## src/demux_consts.svh

```systemverilog
// Write demux sizing constants
`ifndef DEMUX_CONSTS_SVH
`define DEMUX_CONSTS_SVH

// number of manager ports behind the demux
`define NUM_MGR 3
// bits needed to name one manager port
`define SEL_W 2

// AXI field widths
`define ID_W 4
`define ADDR_W 16
`define DATA_W 16

// low ID bits that share one ordering counter
`define LOOK_BITS 2
// in-flight counters and the open W burst counter
`define CNT_W 3

`endif

```

## src/axi_chan_pkg.sv

```systemverilog
// AXI write channel field types
`include "demux_consts.svh"

package axi_chan_pkg;

  // ------------------------------
  // AW and B fields
  // ------------------------------
  typedef logic [`ID_W-1:0] id_t;
  typedef logic [`ADDR_W-1:0] addr_t;

  // OKAY 0, EXOKAY 1, SLVERR 2, DECERR 3
  typedef logic [1:0] resp_t;

  // ------------------------------
  // W fields
  // ------------------------------
  typedef logic [`DATA_W-1:0] data_t;
  // one strobe bit per data byte
  typedef logic [`DATA_W/8-1:0] strb_t;

endpackage

```

## src/demux_pkg.sv

```systemverilog
// Demux bookkeeping types
`include "demux_consts.svh"

package demux_pkg;

  // index of one manager port
  typedef logic [`SEL_W-1:0] sel_t;

  // low ID bits, one ordering counter each
  typedef logic [`LOOK_BITS-1:0] look_id_t;

  // number of writes still in flight
  // also used for the open W burst count
  typedef logic [`CNT_W-1:0] cnt_t;

endpackage

```

## src/aw_route_ctrl.sv

```systemverilog
// AW admission and W select control
`include "demux_consts.svh"

module aw_route_ctrl (
  input  logic                  clk_i,
  input  logic                  rst_n_i,
  // subordinate AW handshake
  input  logic                  aw_valid_i,
  input  demux_pkg::sel_t       aw_sel_i,
  output logic                  aw_ready_o,
  // manager AW handshakes
  output logic [`NUM_MGR-1:0]   mgr_aw_valid_o,
  input  logic [`NUM_MGR-1:0]   mgr_aw_ready_i,
  // ID table
  input  demux_pkg::sel_t       look_sel_i,
  input  logic                  look_occupied_i,
  input  logic                  id_full_i,
  output logic                  push_o,
  // W steering
  output demux_pkg::sel_t       w_sel_o,
  output logic                  w_sel_valid_o,
  input  logic                  w_burst_done_i
);
  import demux_pkg::*;

  logic lock_q;
  logic lock_d;
  logic offer;
  logic sel_ready;
  logic admit;
  logic w_open_any;
  cnt_t w_open_q;
  sel_t w_sel_q;

  // ------------------------------
  // admission
  // ------------------------------
  // ready of the port the AW is aimed at
  always_comb begin
    sel_ready = 1'b0;
    for (int i = 0; i < `NUM_MGR; i++) begin
      if (aw_sel_i == sel_t'(i)) begin
        sel_ready = mgr_aw_ready_i[i];
      end
    end
  end

  assign w_open_any = (w_open_q != '0);

  // room in both counters, W bursts only toward one port,
  // and no open write with the same low ID bits elsewhere
  assign admit = !id_full_i && (w_open_q != '1)
              && (!w_open_any || (w_sel_q == aw_sel_i))
              && (!look_occupied_i || (look_sel_i == aw_sel_i));

  always_comb begin
    offer  = 1'b0;
    push_o = 1'b0;
    lock_d = lock_q;
    if (lock_q) begin
      // already pushed, only wait for the manager
      offer = 1'b1;
      if (sel_ready) begin
        lock_d = 1'b0;
      end
    end else if (aw_valid_i && admit) begin
      // first offer books the write right away
      offer  = 1'b1;
      push_o = 1'b1;
      lock_d = !sel_ready;
    end
  end

  assign aw_ready_o = offer & sel_ready;

  for (genvar g = 0; g < `NUM_MGR; g++) begin : gen_aw_valid
    assign mgr_aw_valid_o[g] = offer && (aw_sel_i == sel_t'(g));
  end

  // ------------------------------
  // lock and open W bursts
  // ------------------------------
  always_ff @(posedge clk_i) begin
    if (!rst_n_i) begin
      lock_q   <= 1'b0;
      w_open_q <= '0;
      w_sel_q  <= '0;
    end else begin
      lock_q <= lock_d;
      // push and burst end together leave the count as is
      if (push_o && !w_burst_done_i) begin
        w_open_q <= w_open_q + cnt_t'(1);
      end else if (!push_o && w_burst_done_i) begin
        w_open_q <= w_open_q - cnt_t'(1);
      end
      if (push_o) begin
        w_sel_q <= aw_sel_i;
      end
    end
  end

  // a W beat may ride along with its own AW
  assign w_sel_o       = w_open_any ? w_sel_q : aw_sel_i;
  assign w_sel_valid_o = push_o | w_open_any;

  a_aw_hold: assert property (@(posedge clk_i) disable iff (!rst_n_i)
    (|mgr_aw_valid_o && !aw_ready_o) |=> $stable(mgr_aw_valid_o))
    else $error("AW valid dropped before the manager took it");

  // the W router may only close bursts that were admitted
  a_w_open_underflow: assert property (@(posedge clk_i) disable iff (!rst_n_i)
    (w_open_q == '0) |-> !(w_burst_done_i && !push_o))
    else $error("open W burst counter underflow");

endmodule

```

## src/b_rr_arb.sv

```systemverilog
// Round-robin arbiter for B responses
`include "demux_consts.svh"

module b_rr_arb (
  input  logic                               clk_i,
  input  logic                               rst_n_i,
  // one B channel per manager
  input  logic                [`NUM_MGR-1:0] in_valid_i,
  input  axi_chan_pkg::id_t   [`NUM_MGR-1:0] in_id_i,
  input  axi_chan_pkg::resp_t [`NUM_MGR-1:0] in_resp_i,
  output logic                [`NUM_MGR-1:0] in_ready_o,
  // merged B toward the subordinate
  output logic                               out_valid_o,
  output axi_chan_pkg::id_t                  out_id_o,
  output axi_chan_pkg::resp_t                out_resp_o,
  input  logic                               out_ready_i
);

  logic [`SEL_W-1:0] ptr_q;
  logic              lock_q;
  logic [`SEL_W-1:0] rr_idx;
  logic              rr_found;
  logic [`SEL_W-1:0] gnt_idx;

  // ------------------------------
  // round-robin pick
  // ------------------------------
  always_comb begin
    rr_found = 1'b0;
    rr_idx   = ptr_q;
    // ports above the last winner first
    for (int i = 0; i < `NUM_MGR; i++) begin
      if (!rr_found && in_valid_i[i] && (i > int'(ptr_q))) begin
        rr_found = 1'b1;
        rr_idx   = i[`SEL_W-1:0];
      end
    end
    // then wrap, last winner itself comes last
    for (int i = 0; i < `NUM_MGR; i++) begin
      if (!rr_found && in_valid_i[i] && (i <= int'(ptr_q))) begin
        rr_found = 1'b1;
        rr_idx   = i[`SEL_W-1:0];
      end
    end
  end

  // a stalled winner keeps the grant
  assign gnt_idx     = lock_q ? ptr_q : rr_idx;
  assign out_valid_o = lock_q | rr_found;

  always_comb begin
    out_id_o   = '0;
    out_resp_o = '0;
    in_ready_o = '0;
    for (int i = 0; i < `NUM_MGR; i++) begin
      if (gnt_idx == i[`SEL_W-1:0]) begin
        out_id_o      = in_id_i[i];
        out_resp_o    = in_resp_i[i];
        in_ready_o[i] = out_valid_o & out_ready_i;
      end
    end
  end

  // ------------------------------
  // grant state
  // ------------------------------
  always_ff @(posedge clk_i) begin
    if (!rst_n_i) begin
      ptr_q  <= '0;
      lock_q <= 1'b0;
    end else begin
      lock_q <= out_valid_o & ~out_ready_i;
      if (out_valid_o) begin
        ptr_q <= gnt_idx;
      end
    end
  end

  a_out_stable: assert property (@(posedge clk_i) disable iff (!rst_n_i)
    (out_valid_o && !out_ready_i) |=>
      (out_valid_o && $stable(out_id_o) && $stable(out_resp_o)))
    else $error("B output changed while stalled");

endmodule

```

## src/id_counters.sv

```systemverilog
// Per-ID in-flight write counters
`include "demux_consts.svh"

module id_counters (
  input  logic                clk_i,
  input  logic                rst_n_i,
  // lookup for the waiting AW
  input  demux_pkg::look_id_t look_id_i,
  output demux_pkg::sel_t     look_sel_o,
  output logic                look_occupied_o,
  output logic                full_o,
  // new write booked
  input  logic                push_i,
  input  demux_pkg::look_id_t push_id_i,
  input  demux_pkg::sel_t     push_sel_i,
  // write retired by its B
  input  logic                pop_i,
  input  demux_pkg::look_id_t pop_id_i
);
  import demux_pkg::*;

  localparam int unsigned NUM_IDS = 1 << `LOOK_BITS;

  cnt_t               cnt_q [NUM_IDS];
  sel_t               sel_q [NUM_IDS];
  logic [NUM_IDS-1:0] push_hit;
  logic [NUM_IDS-1:0] pop_hit;
  logic [NUM_IDS-1:0] at_max;

  always_comb begin
    for (int i = 0; i < NUM_IDS; i++) begin
      push_hit[i] = push_i && (push_id_i == look_id_t'(i));
      pop_hit[i]  = pop_i && (pop_id_i == look_id_t'(i));
      at_max[i]   = &cnt_q[i];
    end
  end

  always_ff @(posedge clk_i) begin
    if (!rst_n_i) begin
      for (int i = 0; i < NUM_IDS; i++) begin
        cnt_q[i] <= '0;
      end
    end else begin
      for (int i = 0; i < NUM_IDS; i++) begin
        // push and pop on one ID cancel out
        if (push_hit[i] && !pop_hit[i]) begin
          cnt_q[i] <= cnt_q[i] + cnt_t'(1);
        end else if (pop_hit[i] && !push_hit[i]) begin
          cnt_q[i] <= cnt_q[i] - cnt_t'(1);
        end
      end
    end
  end

  // port the open writes of an ID went to
  always_ff @(posedge clk_i) begin
    if (push_i) begin
      sel_q[push_id_i] <= push_sel_i;
    end
  end

  assign look_sel_o      = sel_q[look_id_i];
  assign look_occupied_o = (cnt_q[look_id_i] != '0);
  assign full_o          = |at_max;

  // every B must belong to a booked write
  a_pop_nonzero: assert property (@(posedge clk_i) disable iff (!rst_n_i)
    pop_i |-> (cnt_q[pop_id_i] != '0))
    else $error("B response for an ID with no open write");

endmodule

```

## src/w_router.sv

```systemverilog
// W channel steering to one manager
`include "demux_consts.svh"

module w_router (
  // subordinate W handshake
  input  logic                w_valid_i,
  input  logic                w_last_i,
  output logic                w_ready_o,
  // target port from AW admission
  input  demux_pkg::sel_t     w_sel_i,
  input  logic                w_sel_valid_i,
  // manager W handshakes
  output logic [`NUM_MGR-1:0] mgr_w_valid_o,
  input  logic [`NUM_MGR-1:0] mgr_w_ready_i,
  // last beat of a burst went through
  output logic                burst_done_o
);
  import demux_pkg::*;

  // only the selected port sees the handshake
  // nothing moves before the AW of the burst is admitted
  always_comb begin
    mgr_w_valid_o = '0;
    w_ready_o     = 1'b0;
    for (int i = 0; i < `NUM_MGR; i++) begin
      if (w_sel_valid_i && (w_sel_i == sel_t'(i))) begin
        mgr_w_valid_o[i] = w_valid_i;
        w_ready_o        = mgr_w_ready_i[i];
      end
    end
  end

  // closes one open burst in the AW controller
  assign burst_done_o = w_valid_i & w_ready_o & w_last_i;

endmodule

```

## src/wr_demux_top.sv

```systemverilog
// AXI4 write demux top level
`include "demux_consts.svh"

module wr_demux_top (
  input  logic                               clk_i,
  input  logic                               rst_n_i,
  // subordinate AW
  input  logic                               sbr_aw_valid_i,
  input  axi_chan_pkg::id_t                  sbr_aw_id_i,
  input  axi_chan_pkg::addr_t                sbr_aw_addr_i,
  input  demux_pkg::sel_t                    sbr_aw_sel_i,
  output logic                               sbr_aw_ready_o,
  // subordinate W
  input  logic                               sbr_w_valid_i,
  input  axi_chan_pkg::data_t                sbr_w_data_i,
  input  axi_chan_pkg::strb_t                sbr_w_strb_i,
  input  logic                               sbr_w_last_i,
  output logic                               sbr_w_ready_o,
  // subordinate B
  output logic                               sbr_b_valid_o,
  output axi_chan_pkg::id_t                  sbr_b_id_o,
  output axi_chan_pkg::resp_t                sbr_b_resp_o,
  input  logic                               sbr_b_ready_i,
  // manager AW, payload shared by all ports
  output logic                [`NUM_MGR-1:0] mgr_aw_valid_o,
  output axi_chan_pkg::id_t                  mgr_aw_id_o,
  output axi_chan_pkg::addr_t                mgr_aw_addr_o,
  input  logic                [`NUM_MGR-1:0] mgr_aw_ready_i,
  // manager W, payload shared by all ports
  output logic                [`NUM_MGR-1:0] mgr_w_valid_o,
  output axi_chan_pkg::data_t                mgr_w_data_o,
  output axi_chan_pkg::strb_t                mgr_w_strb_o,
  output logic                               mgr_w_last_o,
  input  logic                [`NUM_MGR-1:0] mgr_w_ready_i,
  // manager B
  input  logic                [`NUM_MGR-1:0] mgr_b_valid_i,
  input  axi_chan_pkg::id_t   [`NUM_MGR-1:0] mgr_b_id_i,
  input  axi_chan_pkg::resp_t [`NUM_MGR-1:0] mgr_b_resp_i,
  output logic                [`NUM_MGR-1:0] mgr_b_ready_o
);
  import demux_pkg::*;

  // ID table lookup and update
  look_id_t aw_look_id;
  look_id_t b_look_id;
  sel_t     look_sel;
  logic     look_occupied;
  logic     id_full;
  logic     push;
  logic     b_pop;
  // W steering
  sel_t     w_sel;
  logic     w_sel_valid;
  logic     w_burst_done;

  assign aw_look_id = sbr_aw_id_i[`LOOK_BITS-1:0];
  assign b_look_id  = sbr_b_id_o[`LOOK_BITS-1:0];
  // a write retires when its B leaves on the subordinate side
  assign b_pop      = sbr_b_valid_o & sbr_b_ready_i;

  // AW and W payloads go to every port, valid picks the target
  assign mgr_aw_id_o   = sbr_aw_id_i;
  assign mgr_aw_addr_o = sbr_aw_addr_i;
  assign mgr_w_data_o  = sbr_w_data_i;
  assign mgr_w_strb_o  = sbr_w_strb_i;
  assign mgr_w_last_o  = sbr_w_last_i;

  aw_route_ctrl u_aw_route_ctrl (
    .clk_i           ( clk_i          ),
    .rst_n_i         ( rst_n_i        ),
    .aw_valid_i      ( sbr_aw_valid_i ),
    .aw_sel_i        ( sbr_aw_sel_i   ),
    .aw_ready_o      ( sbr_aw_ready_o ),
    .mgr_aw_valid_o  ( mgr_aw_valid_o ),
    .mgr_aw_ready_i  ( mgr_aw_ready_i ),
    .look_sel_i      ( look_sel       ),
    .look_occupied_i ( look_occupied  ),
    .id_full_i       ( id_full        ),
    .push_o          ( push           ),
    .w_sel_o         ( w_sel          ),
    .w_sel_valid_o   ( w_sel_valid    ),
    .w_burst_done_i  ( w_burst_done   )
  );

  id_counters u_id_counters (
    .clk_i           ( clk_i         ),
    .rst_n_i         ( rst_n_i       ),
    .look_id_i       ( aw_look_id    ),
    .look_sel_o      ( look_sel      ),
    .look_occupied_o ( look_occupied ),
    .full_o          ( id_full       ),
    .push_i          ( push          ),
    .push_id_i       ( aw_look_id    ),
    .push_sel_i      ( sbr_aw_sel_i  ),
    .pop_i           ( b_pop         ),
    .pop_id_i        ( b_look_id     )
  );

  w_router u_w_router (
    .w_valid_i     ( sbr_w_valid_i ),
    .w_last_i      ( sbr_w_last_i  ),
    .w_ready_o     ( sbr_w_ready_o ),
    .w_sel_i       ( w_sel         ),
    .w_sel_valid_i ( w_sel_valid   ),
    .mgr_w_valid_o ( mgr_w_valid_o ),
    .mgr_w_ready_i ( mgr_w_ready_i ),
    .burst_done_o  ( w_burst_done  )
  );

  b_rr_arb u_b_rr_arb (
    .clk_i       ( clk_i         ),
    .rst_n_i     ( rst_n_i       ),
    .in_valid_i  ( mgr_b_valid_i ),
    .in_id_i     ( mgr_b_id_i    ),
    .in_resp_i   ( mgr_b_resp_i  ),
    .in_ready_o  ( mgr_b_ready_o ),
    .out_valid_o ( sbr_b_valid_o ),
    .out_id_o    ( sbr_b_id_o    ),
    .out_resp_o  ( sbr_b_resp_o  ),
    .out_ready_i ( sbr_b_ready_i )
  );

endmodule
```

## config.mk

```make
export PLATFORM = sky130hd
export DESIGN_NAME = wr_demux_top
export DESIGN_NICKNAME = d
export VERILOG_FILES = /design/src/axi_chan_pkg.sv /design/src/demux_pkg.sv /design/src/aw_route_ctrl.sv /design/src/b_rr_arb.sv /design/src/id_counters.sv /design/src/w_router.sv /design/src/wr_demux_top.sv
export VERILOG_INCLUDE_DIRS = /design/src /design/src/src
export SDC_FILE = /design/constraint.sdc
export NUM_CORES = 1
export LEC_CHECK = 0
export BUFFER_PORTS_ARGS = -buffer_cell sky130_fd_sc_hd__clkbuf_2
export CAP_MARGIN = 20
export CORE_UTILIZATION = 31
export DETAILED_ROUTE_END_ITERATION = 12
export HOLD_SLACK_MARGIN = 0.06
export PLACE_DENSITY = 0.65
export SKIP_LAST_GASP = 1
export SYNTH_ARGS = -nofsm -noshare
export SYNTH_HDL_FRONTEND = slang
export SYNTH_SLANG_ARGS = --single-unit
```

## constraint.sdc

```tcl
create_clock -name clk_i -period 3.2 [get_ports clk_i]
set_input_delay 0.16 -clock clk_i [delete_from_list [all_inputs] [get_ports clk_i]]
set_output_delay 0.16 -clock clk_i [all_outputs]
set_load 0.005 [all_outputs]
```

# Word-level counts from Yosys, hierarchy flattened
# Memories as Yosys holds them, arrays and structs flattened.
# Index checks and enable logic that the tools add are counted.
# totals
ff_bits,9
mem_bits_rw,20
in_bits,73
output_inout_bits,57
word_cells,198
n_memories,2
# op_classes
add_sub_neg,10
n_lt_le_gt_ge,4
eq_ne,15
muxes,77
bitwise,16
n_reduce_logical,69
# mem_list
name,depth,width,read_ports,rd_ports_with_merged_regs,write_ports,line,rtl
u_id_counters.cnt_q,4,3,5,0,4,id_counters.sv:24,cnt_t cnt_q [NUM_IDS];
u_id_counters.sel_q,4,2,1,0,1,id_counters.sv:25,sel_t sel_q [NUM_IDS];
# ops
op,count
$mux 1,54
$logic_and 1x1->1,36
$mux 3,10
$mux 2,10
$logic_not 1->1,18
$add 3x1->3 const B,5
$sub 3x1->3 const B,5
$eq 2x2->1 const B,7
$mux 4,3
$reduce_and 3->1,4
$eq 2x1->1 const B,5
$logic_not 2->1,5
$or 1x1->1,10
$reduce_bool 3->1,2
$and 1x1->1,5
$eq 2x2->1,2
$reduce_or 4->1,1
$ne 3x3->1 const B,1
$gt 1x2->1 const A,1
$gt 2x2->1 const A,1
$le 1x2->1 const A,1
$le 2x2->1 const A,1
$logic_or 1x1->1,2
$reduce_bool 2->1,1
$not 1->1,1

# Longest topological paths before layout
# depth
depth_word,32
mapped_depth,13

# By module
# A second synthesis with hierarchy kept.
# hier_totals
hier_cells,236
hier_area_um2,2313.5
# by_module_without_submodules
mod,instances,cells_each,area_each_um2
id_counters,1,98,1159.9
aw_route_ctrl,1,50,466.7
b_rr_arb,1,37,321.6
wr_demux_top,1,40,299.0
w_router,1,11,66.3

# Least setup slack after synthesis
# Ideal clock, no wire load.
# synth_path
kind,register -> register
from,memory u_id_counters.cnt_q[3][0] in the netlist's numbering
to,register u_aw_route_ctrl.w_open_q[2]
setup_ns,0.071
arrival_ns,3.200
slack_ns,-0.071
stages_incl_launch_ff,14
path_buffers,0
path_cell_list,edfxtp_1 > ha_1 > ha_1 > a311oi_1 > nand3_1 > or4_1 > a21oi_1 > or3_1 > ha_1 > inv_1 > fa_1 > xor2_1 > or3_1 > a21oi_1
# synth_lines
element,line,rtl
start: declaration,id_counters.sv:24,
end signal: assignment,aw_route_ctrl.sv:92,w_open_q <= w_open_q + cnt_t'(1);
end signal: assignment,aw_route_ctrl.sv:94,w_open_q <= w_open_q - cnt_t'(1);
end: declaration,aw_route_ctrl.sv:32,cnt_t w_open_q;

# Final worst setup path
# layout_path
from,memory u_id_counters.sel_q[3][1] in the netlist's numbering
to,register u_aw_route_ctrl.w_open_q[2]
# layout_via
elab_chain_len,17
elab_cells_between_ends,22
cone_classes,eq/ne (1); mux (6); bitwise (3); reduce/logical (11); memory (1)
# layout_rtl
element,line,rtl
start: declaration,id_counters.sv:25,
$mem_v2 4x2 *,--,
$eq 2x2->1 *,aw_route_ctrl.sv:54,&& (!look_occupied_i || (look_sel_i == aw_sel_i));
$logic_or 1x1->1 *,aw_route_ctrl.sv:54,
$logic_and 1x1->1 *,aw_route_ctrl.sv:54,
$logic_and 1x1->1 *,aw_route_ctrl.sv:66,end else if (aw_valid_i && admit) begin
$mux 1 *,aw_route_ctrl.sv:66,
$mux 1 *,aw_route_ctrl.sv:60,if (lock_q) begin
$or 1x1->1,aw_route_ctrl.sv:104,assign w_sel_valid_o = push_o | w_open_any;
$logic_and 1x1->1,w_router.sv:26,if (w_sel_valid_i && (w_sel_i == sel_t'(i))) begin
$mux 1 (3 in a row),w_router.sv:26,
$and 1x1->1 (2 in a row),w_router.sv:34,assign burst_done_o = w_valid_i & w_ready_o & w_last_i;
$logic_not 1->1,aw_route_ctrl.sv:91,if (push_o && !w_burst_done_i) begin
$logic_and 1x1->1,aw_route_ctrl.sv:91,
$mux 3 / $reduce_bool 2->1 (equally long branches),--,
# Every way passes the cells marked *; elsewhere a longest branch is shown, timed or not.
# A chain may end at the register's enable or synchronous reset.

==> results summary <==
The flow ran to the end, but the final reports show violations. The final reports fail on negative setup slack. The global router's overall resource usage came out at 14.8%.

The count of endpoints failing setup in the final report is 2. The worst setup path is captured at a flip-flop. For this design the total switching power over the nets is 0.622 mW. STA classifies the critical path startpoint as a flip-flop. The fill cell instance count of the final layout came out at 832. The final design area excluding fillers is 3130 µm². The setup slack of the most critical reg-to-reg path is -0.06 ns. The portion of the post-synthesis area used by sequential elements came out at 29.9%. The final critical-path required period came out at 3.26 ns. The class of the tightest hold or removal check is primary input to flip-flop. The share of synthesized registers carrying an async set or reset came out at 0%.

The area fraction of the dominant cell type after synthesis came out at 23.0%. TritonCTS built the clock tree. The final total power came out at 1.63 mW. The global-route wire length before repair came out at 10100 µm. The finished layout holds 454 standard cells, fillers aside.

The post-detailed-route DRC marker count came out at 0. The maximum net fanout on the critical path is 2. The largest total area in the synthesized netlist belongs to edfxtp_1.

By area the synthesized netlist is led by edfxtp_1 23%, buf_4 11%, dfxtp_1 6.9%. The slew of the pin with the lowest slew margin came out at 0.457 ns. Once placement completed, the tool counted placed cells totaling 435. The number of DRC markers after the initial detailed-route iteration came out at 135. Once placement finished, the instance area stood at 2900 µm². The Yosys step of the flow raised 0 warnings. The number of rows in the core area is 33. The number of endpoints with negative hold slack in the final report is 0.

The total wirelength of the detailed-routed design is 6300 µm. The worst-case hold path end point is u_aw_route_ctrl.lock_q. Clock tree synthesis selected as its root buffer the cell clkbuf_8. The worst register-to-register path begins at u_id_counters.sel_q[3][1]. In this run the deepest clock path goes through 2 buffers.

The worst clock skew came out at 0.00477 ns. The number of H-tree branching levels is 2. The share of power burned in the clock network came out at 17.8%.

The latest clock arrival within the worst-skew pair came out at 0.29 ns. The first element of the critical path is u_id_counters.sel_q[3][1]. The max-capacitance violation count is 0.

The power per unit of standard cell area came out at 522 nW/µm². In the final timing run, aggregate negative setup slack is -0.125 ns. The max-slew violation total from the final report is 0.

After the last flow step, the layout net total stands at 429. The count of antenna diodes in the layout is 0. The routed layout has 2323 vias.

In the synthesized netlist the dominant register cell turns out to be edfxtp_1. The number of instances in the synthesized netlist is 298. By startpoint and endpoint, the worst setup path is classified as flip-flop to flip-flop. The worst setup slack after layout came out at -0.0646 ns. The relative slew slack came out at 69.4%. The average instance area after synthesis is 8.76 µm². The required arrival time at the worst endpoint is 3.42 ns.

The number of global-route vias before repair is 2201. The data arrival time of the critical path is 3.48 ns. The library cell used most frequently in the layout, excluding fill and tap cells, is clkbuf_2. The area of the mapped netlist is 2610 µm². The post-synthesis sequential element count came out at 29. The post-synth net total is 379.

The internal portion of total power is 1.01 mW. The number of optimization iterations in the first detailed-route pass is 4. The sequential share of power came out at 31.5%. The initial utilization of the core area, before any placement, comes to 31.9%. The number of buffers added by the clock tree synthesis step came out at 5. The count of port buffers added during placement came out at 57.

Setup repair after global routing could not meet its margin everywhere. Along the worst hold path, the cell count comes to 4. In the final routed layout, each cell accounts on average for 13.9 µm. Of the cells placed in the final design, the portion with a size suffix greater than 1 is 36.4%. The area added between synthesis and finish came out at 19.7%. In the layout the commonest cells are 56 x clkbuf_2, 34 x buf_4, 30 x nand2_1.

The number of cells on the worst reg-to-reg path is 12. The proportion of total power due to net switching came out at 38.1%. The smallest hold slack is 0.191 ns.

The chip width came out at 93.8 µm. The final weighted congestion in routability-driven placement is 0.832. The synthesized design contains 20 enable-type register cells.

The CTS sink count came out at 29. The full die area is 8790 µm². The core region is 8180 µm².

Entering global routing, the biggest net connects 17 pins. The post-route antenna net violation count came out at 0. Using the TritonRoute via totals, the vias-per-cell ratio works out to 5.12. The overflow left after global routing is 0.

The share of total power dissipated in combinational logic is 50.7%. The worst register-to-register path ends at u_aw_route_ctrl.w_open_q[2]. The number of distinct library cells after synthesis came out at 61. The sum of net half-perimeters after detailed placement came out at 4860 µm.

The highest ir drop seen on vdd is 198 µV. The chip height is 93.8 µm. The number of antenna violations at the first check in global routing is 0. The static leakage came out at 1.38 nW.

The I/O pin total came out at 130. Dividing the final minimum period by the clock period gives 102%. The clock transition at the registers of the reported paths is 0.06 ns.

The fmax came out at 306 MHz. In this run the most critical hold path is launched from mgr_aw_ready_i[2].
[sequential cells by signal, summed over array words and instances (netlist names)]
signal,flops
u_aw_route_ctrl.lock_q,1
u_aw_route_ctrl.w_open_q,3
u_b_rr_arb.ptr_q,2
u_id_counters.sel_q,8
u_id_counters.cnt_q,12
u_aw_route_ctrl.w_sel_q,2
u_b_rr_arb.lock_q,1
[critical path: stages (launching register included)]
cell      delay, ns
edfxtp_1       0.36
mux4_2         0.50
xor2_2         0.17
o221a_4        0.31
or4_4          0.49
a21oi_4        0.14
or3_4          0.14
ha_4           0.13
inv_2          0.04
fa_2           0.34
xor2_1         0.15
or3_1          0.30
a21oi_1        0.12
[power by group through the flow]
stage | clock network [mW] | logic, mW | registers [mW]
finish | 0.290 | 0.828 | 0.514
floorplan | 0 | 0.549 | 0.510
CTS | 0.296 | 0.790 | 0.514
detailed placement | 0 | 0.764 | 0.522
global route | 0.310 | 0.912 | 0.524
global placement | 0 | 0.748 | 0.518
[cell type report]
cell class | count | area [µm²] | area share [%]
clock buffer | 6 | 72.6 | 2.32
sequential | 29 | 781 | 25.0
multi-input combinational | 200 | 1500 | 47.9
inverter | 19 | 71.3 | 2.28
timing repair buffer | 93 | 562 | 18.0
tap | 105 | 131 | 4.20
clock inverter | 2 | 10.0 | 0.320
[synthesized netlist by cell type, types with 7 or more instances]
cell type,instances
buf_4,39
clkbuf_1,7
dfxtp_1,9
edfxtp_1,20
inv_1,19
mux2i_1,13
nand2_1,30
nand3_1,10
nor2_1,18
nor3_1,12
o21ai_0,8
or3_1,8
xor2_1,8
[per-stage QoR]
| stage | utilization [%] | setup WS [ns] |
|---|---|---|
| 5_1_grt | 38.2 | -0.193 |
| 4_1_cts | 37.4 | -0.0575 |
| 3_3_place_gp | 35.4 | -0.00540 |
| 6_report | 38.2 | -0.0646 |
| 2_1_floorplan | - | 0.0129 |
| 3_5_place_dp | 35.4 | -0.0756 |
[worst max-delay path by stage]
stage / to / slack (ns) / cells past startpoint
2_1_floorplan: u_aw_route_ctrl.w_open_q[2] / 0.01 / 13
3_3_place_gp: u_aw_route_ctrl.w_open_q[2] / -0.005 / 13
3_5_place_dp: u_aw_route_ctrl.w_open_q[2] / -0.08 / 13
4_1_cts: u_aw_route_ctrl.w_open_q[2] / -0.06 / 12
5_1_grt: u_aw_route_ctrl.w_open_q[2] / -0.19 / 12
6_report: u_aw_route_ctrl.w_open_q[2] / -0.06 / 12
[layer usage]
layer  GRT usage [%]  up-vias  share of wire, %
met5               0        -                 0
met4            8.46        0               2.6
met3            2.83       17               3.7
met2            24.7       58                50
met1            17.6     1106                43
li1                -     1142                 -
[repair_timing]
item                       4_1_cts  5_1_grt
resized for setup                1       12
hold buffers                     1        0
pin swaps                        6        6
buffers inserted                 9        3
hold endpoints to repair         1        0
setup endpoints to repair        1        6
[logic make-up after synthesis]
kind of cell / count (synthesis) / share of synthesized area, %
adder cells (fa/ha/maj): 8 / 4.98
AND/OR/NAND/NOR: 120 / 25.3
AO/OA/AOI/OAI: 42 / 11.7
multiplexers: 17 / 7.57
flip-flops: 29 / 29.9
XOR/XNOR: 13 / 4.65
buffers and inverters: 69 / 15.9
Note: power is estimated with default switching activity, not from simulation.
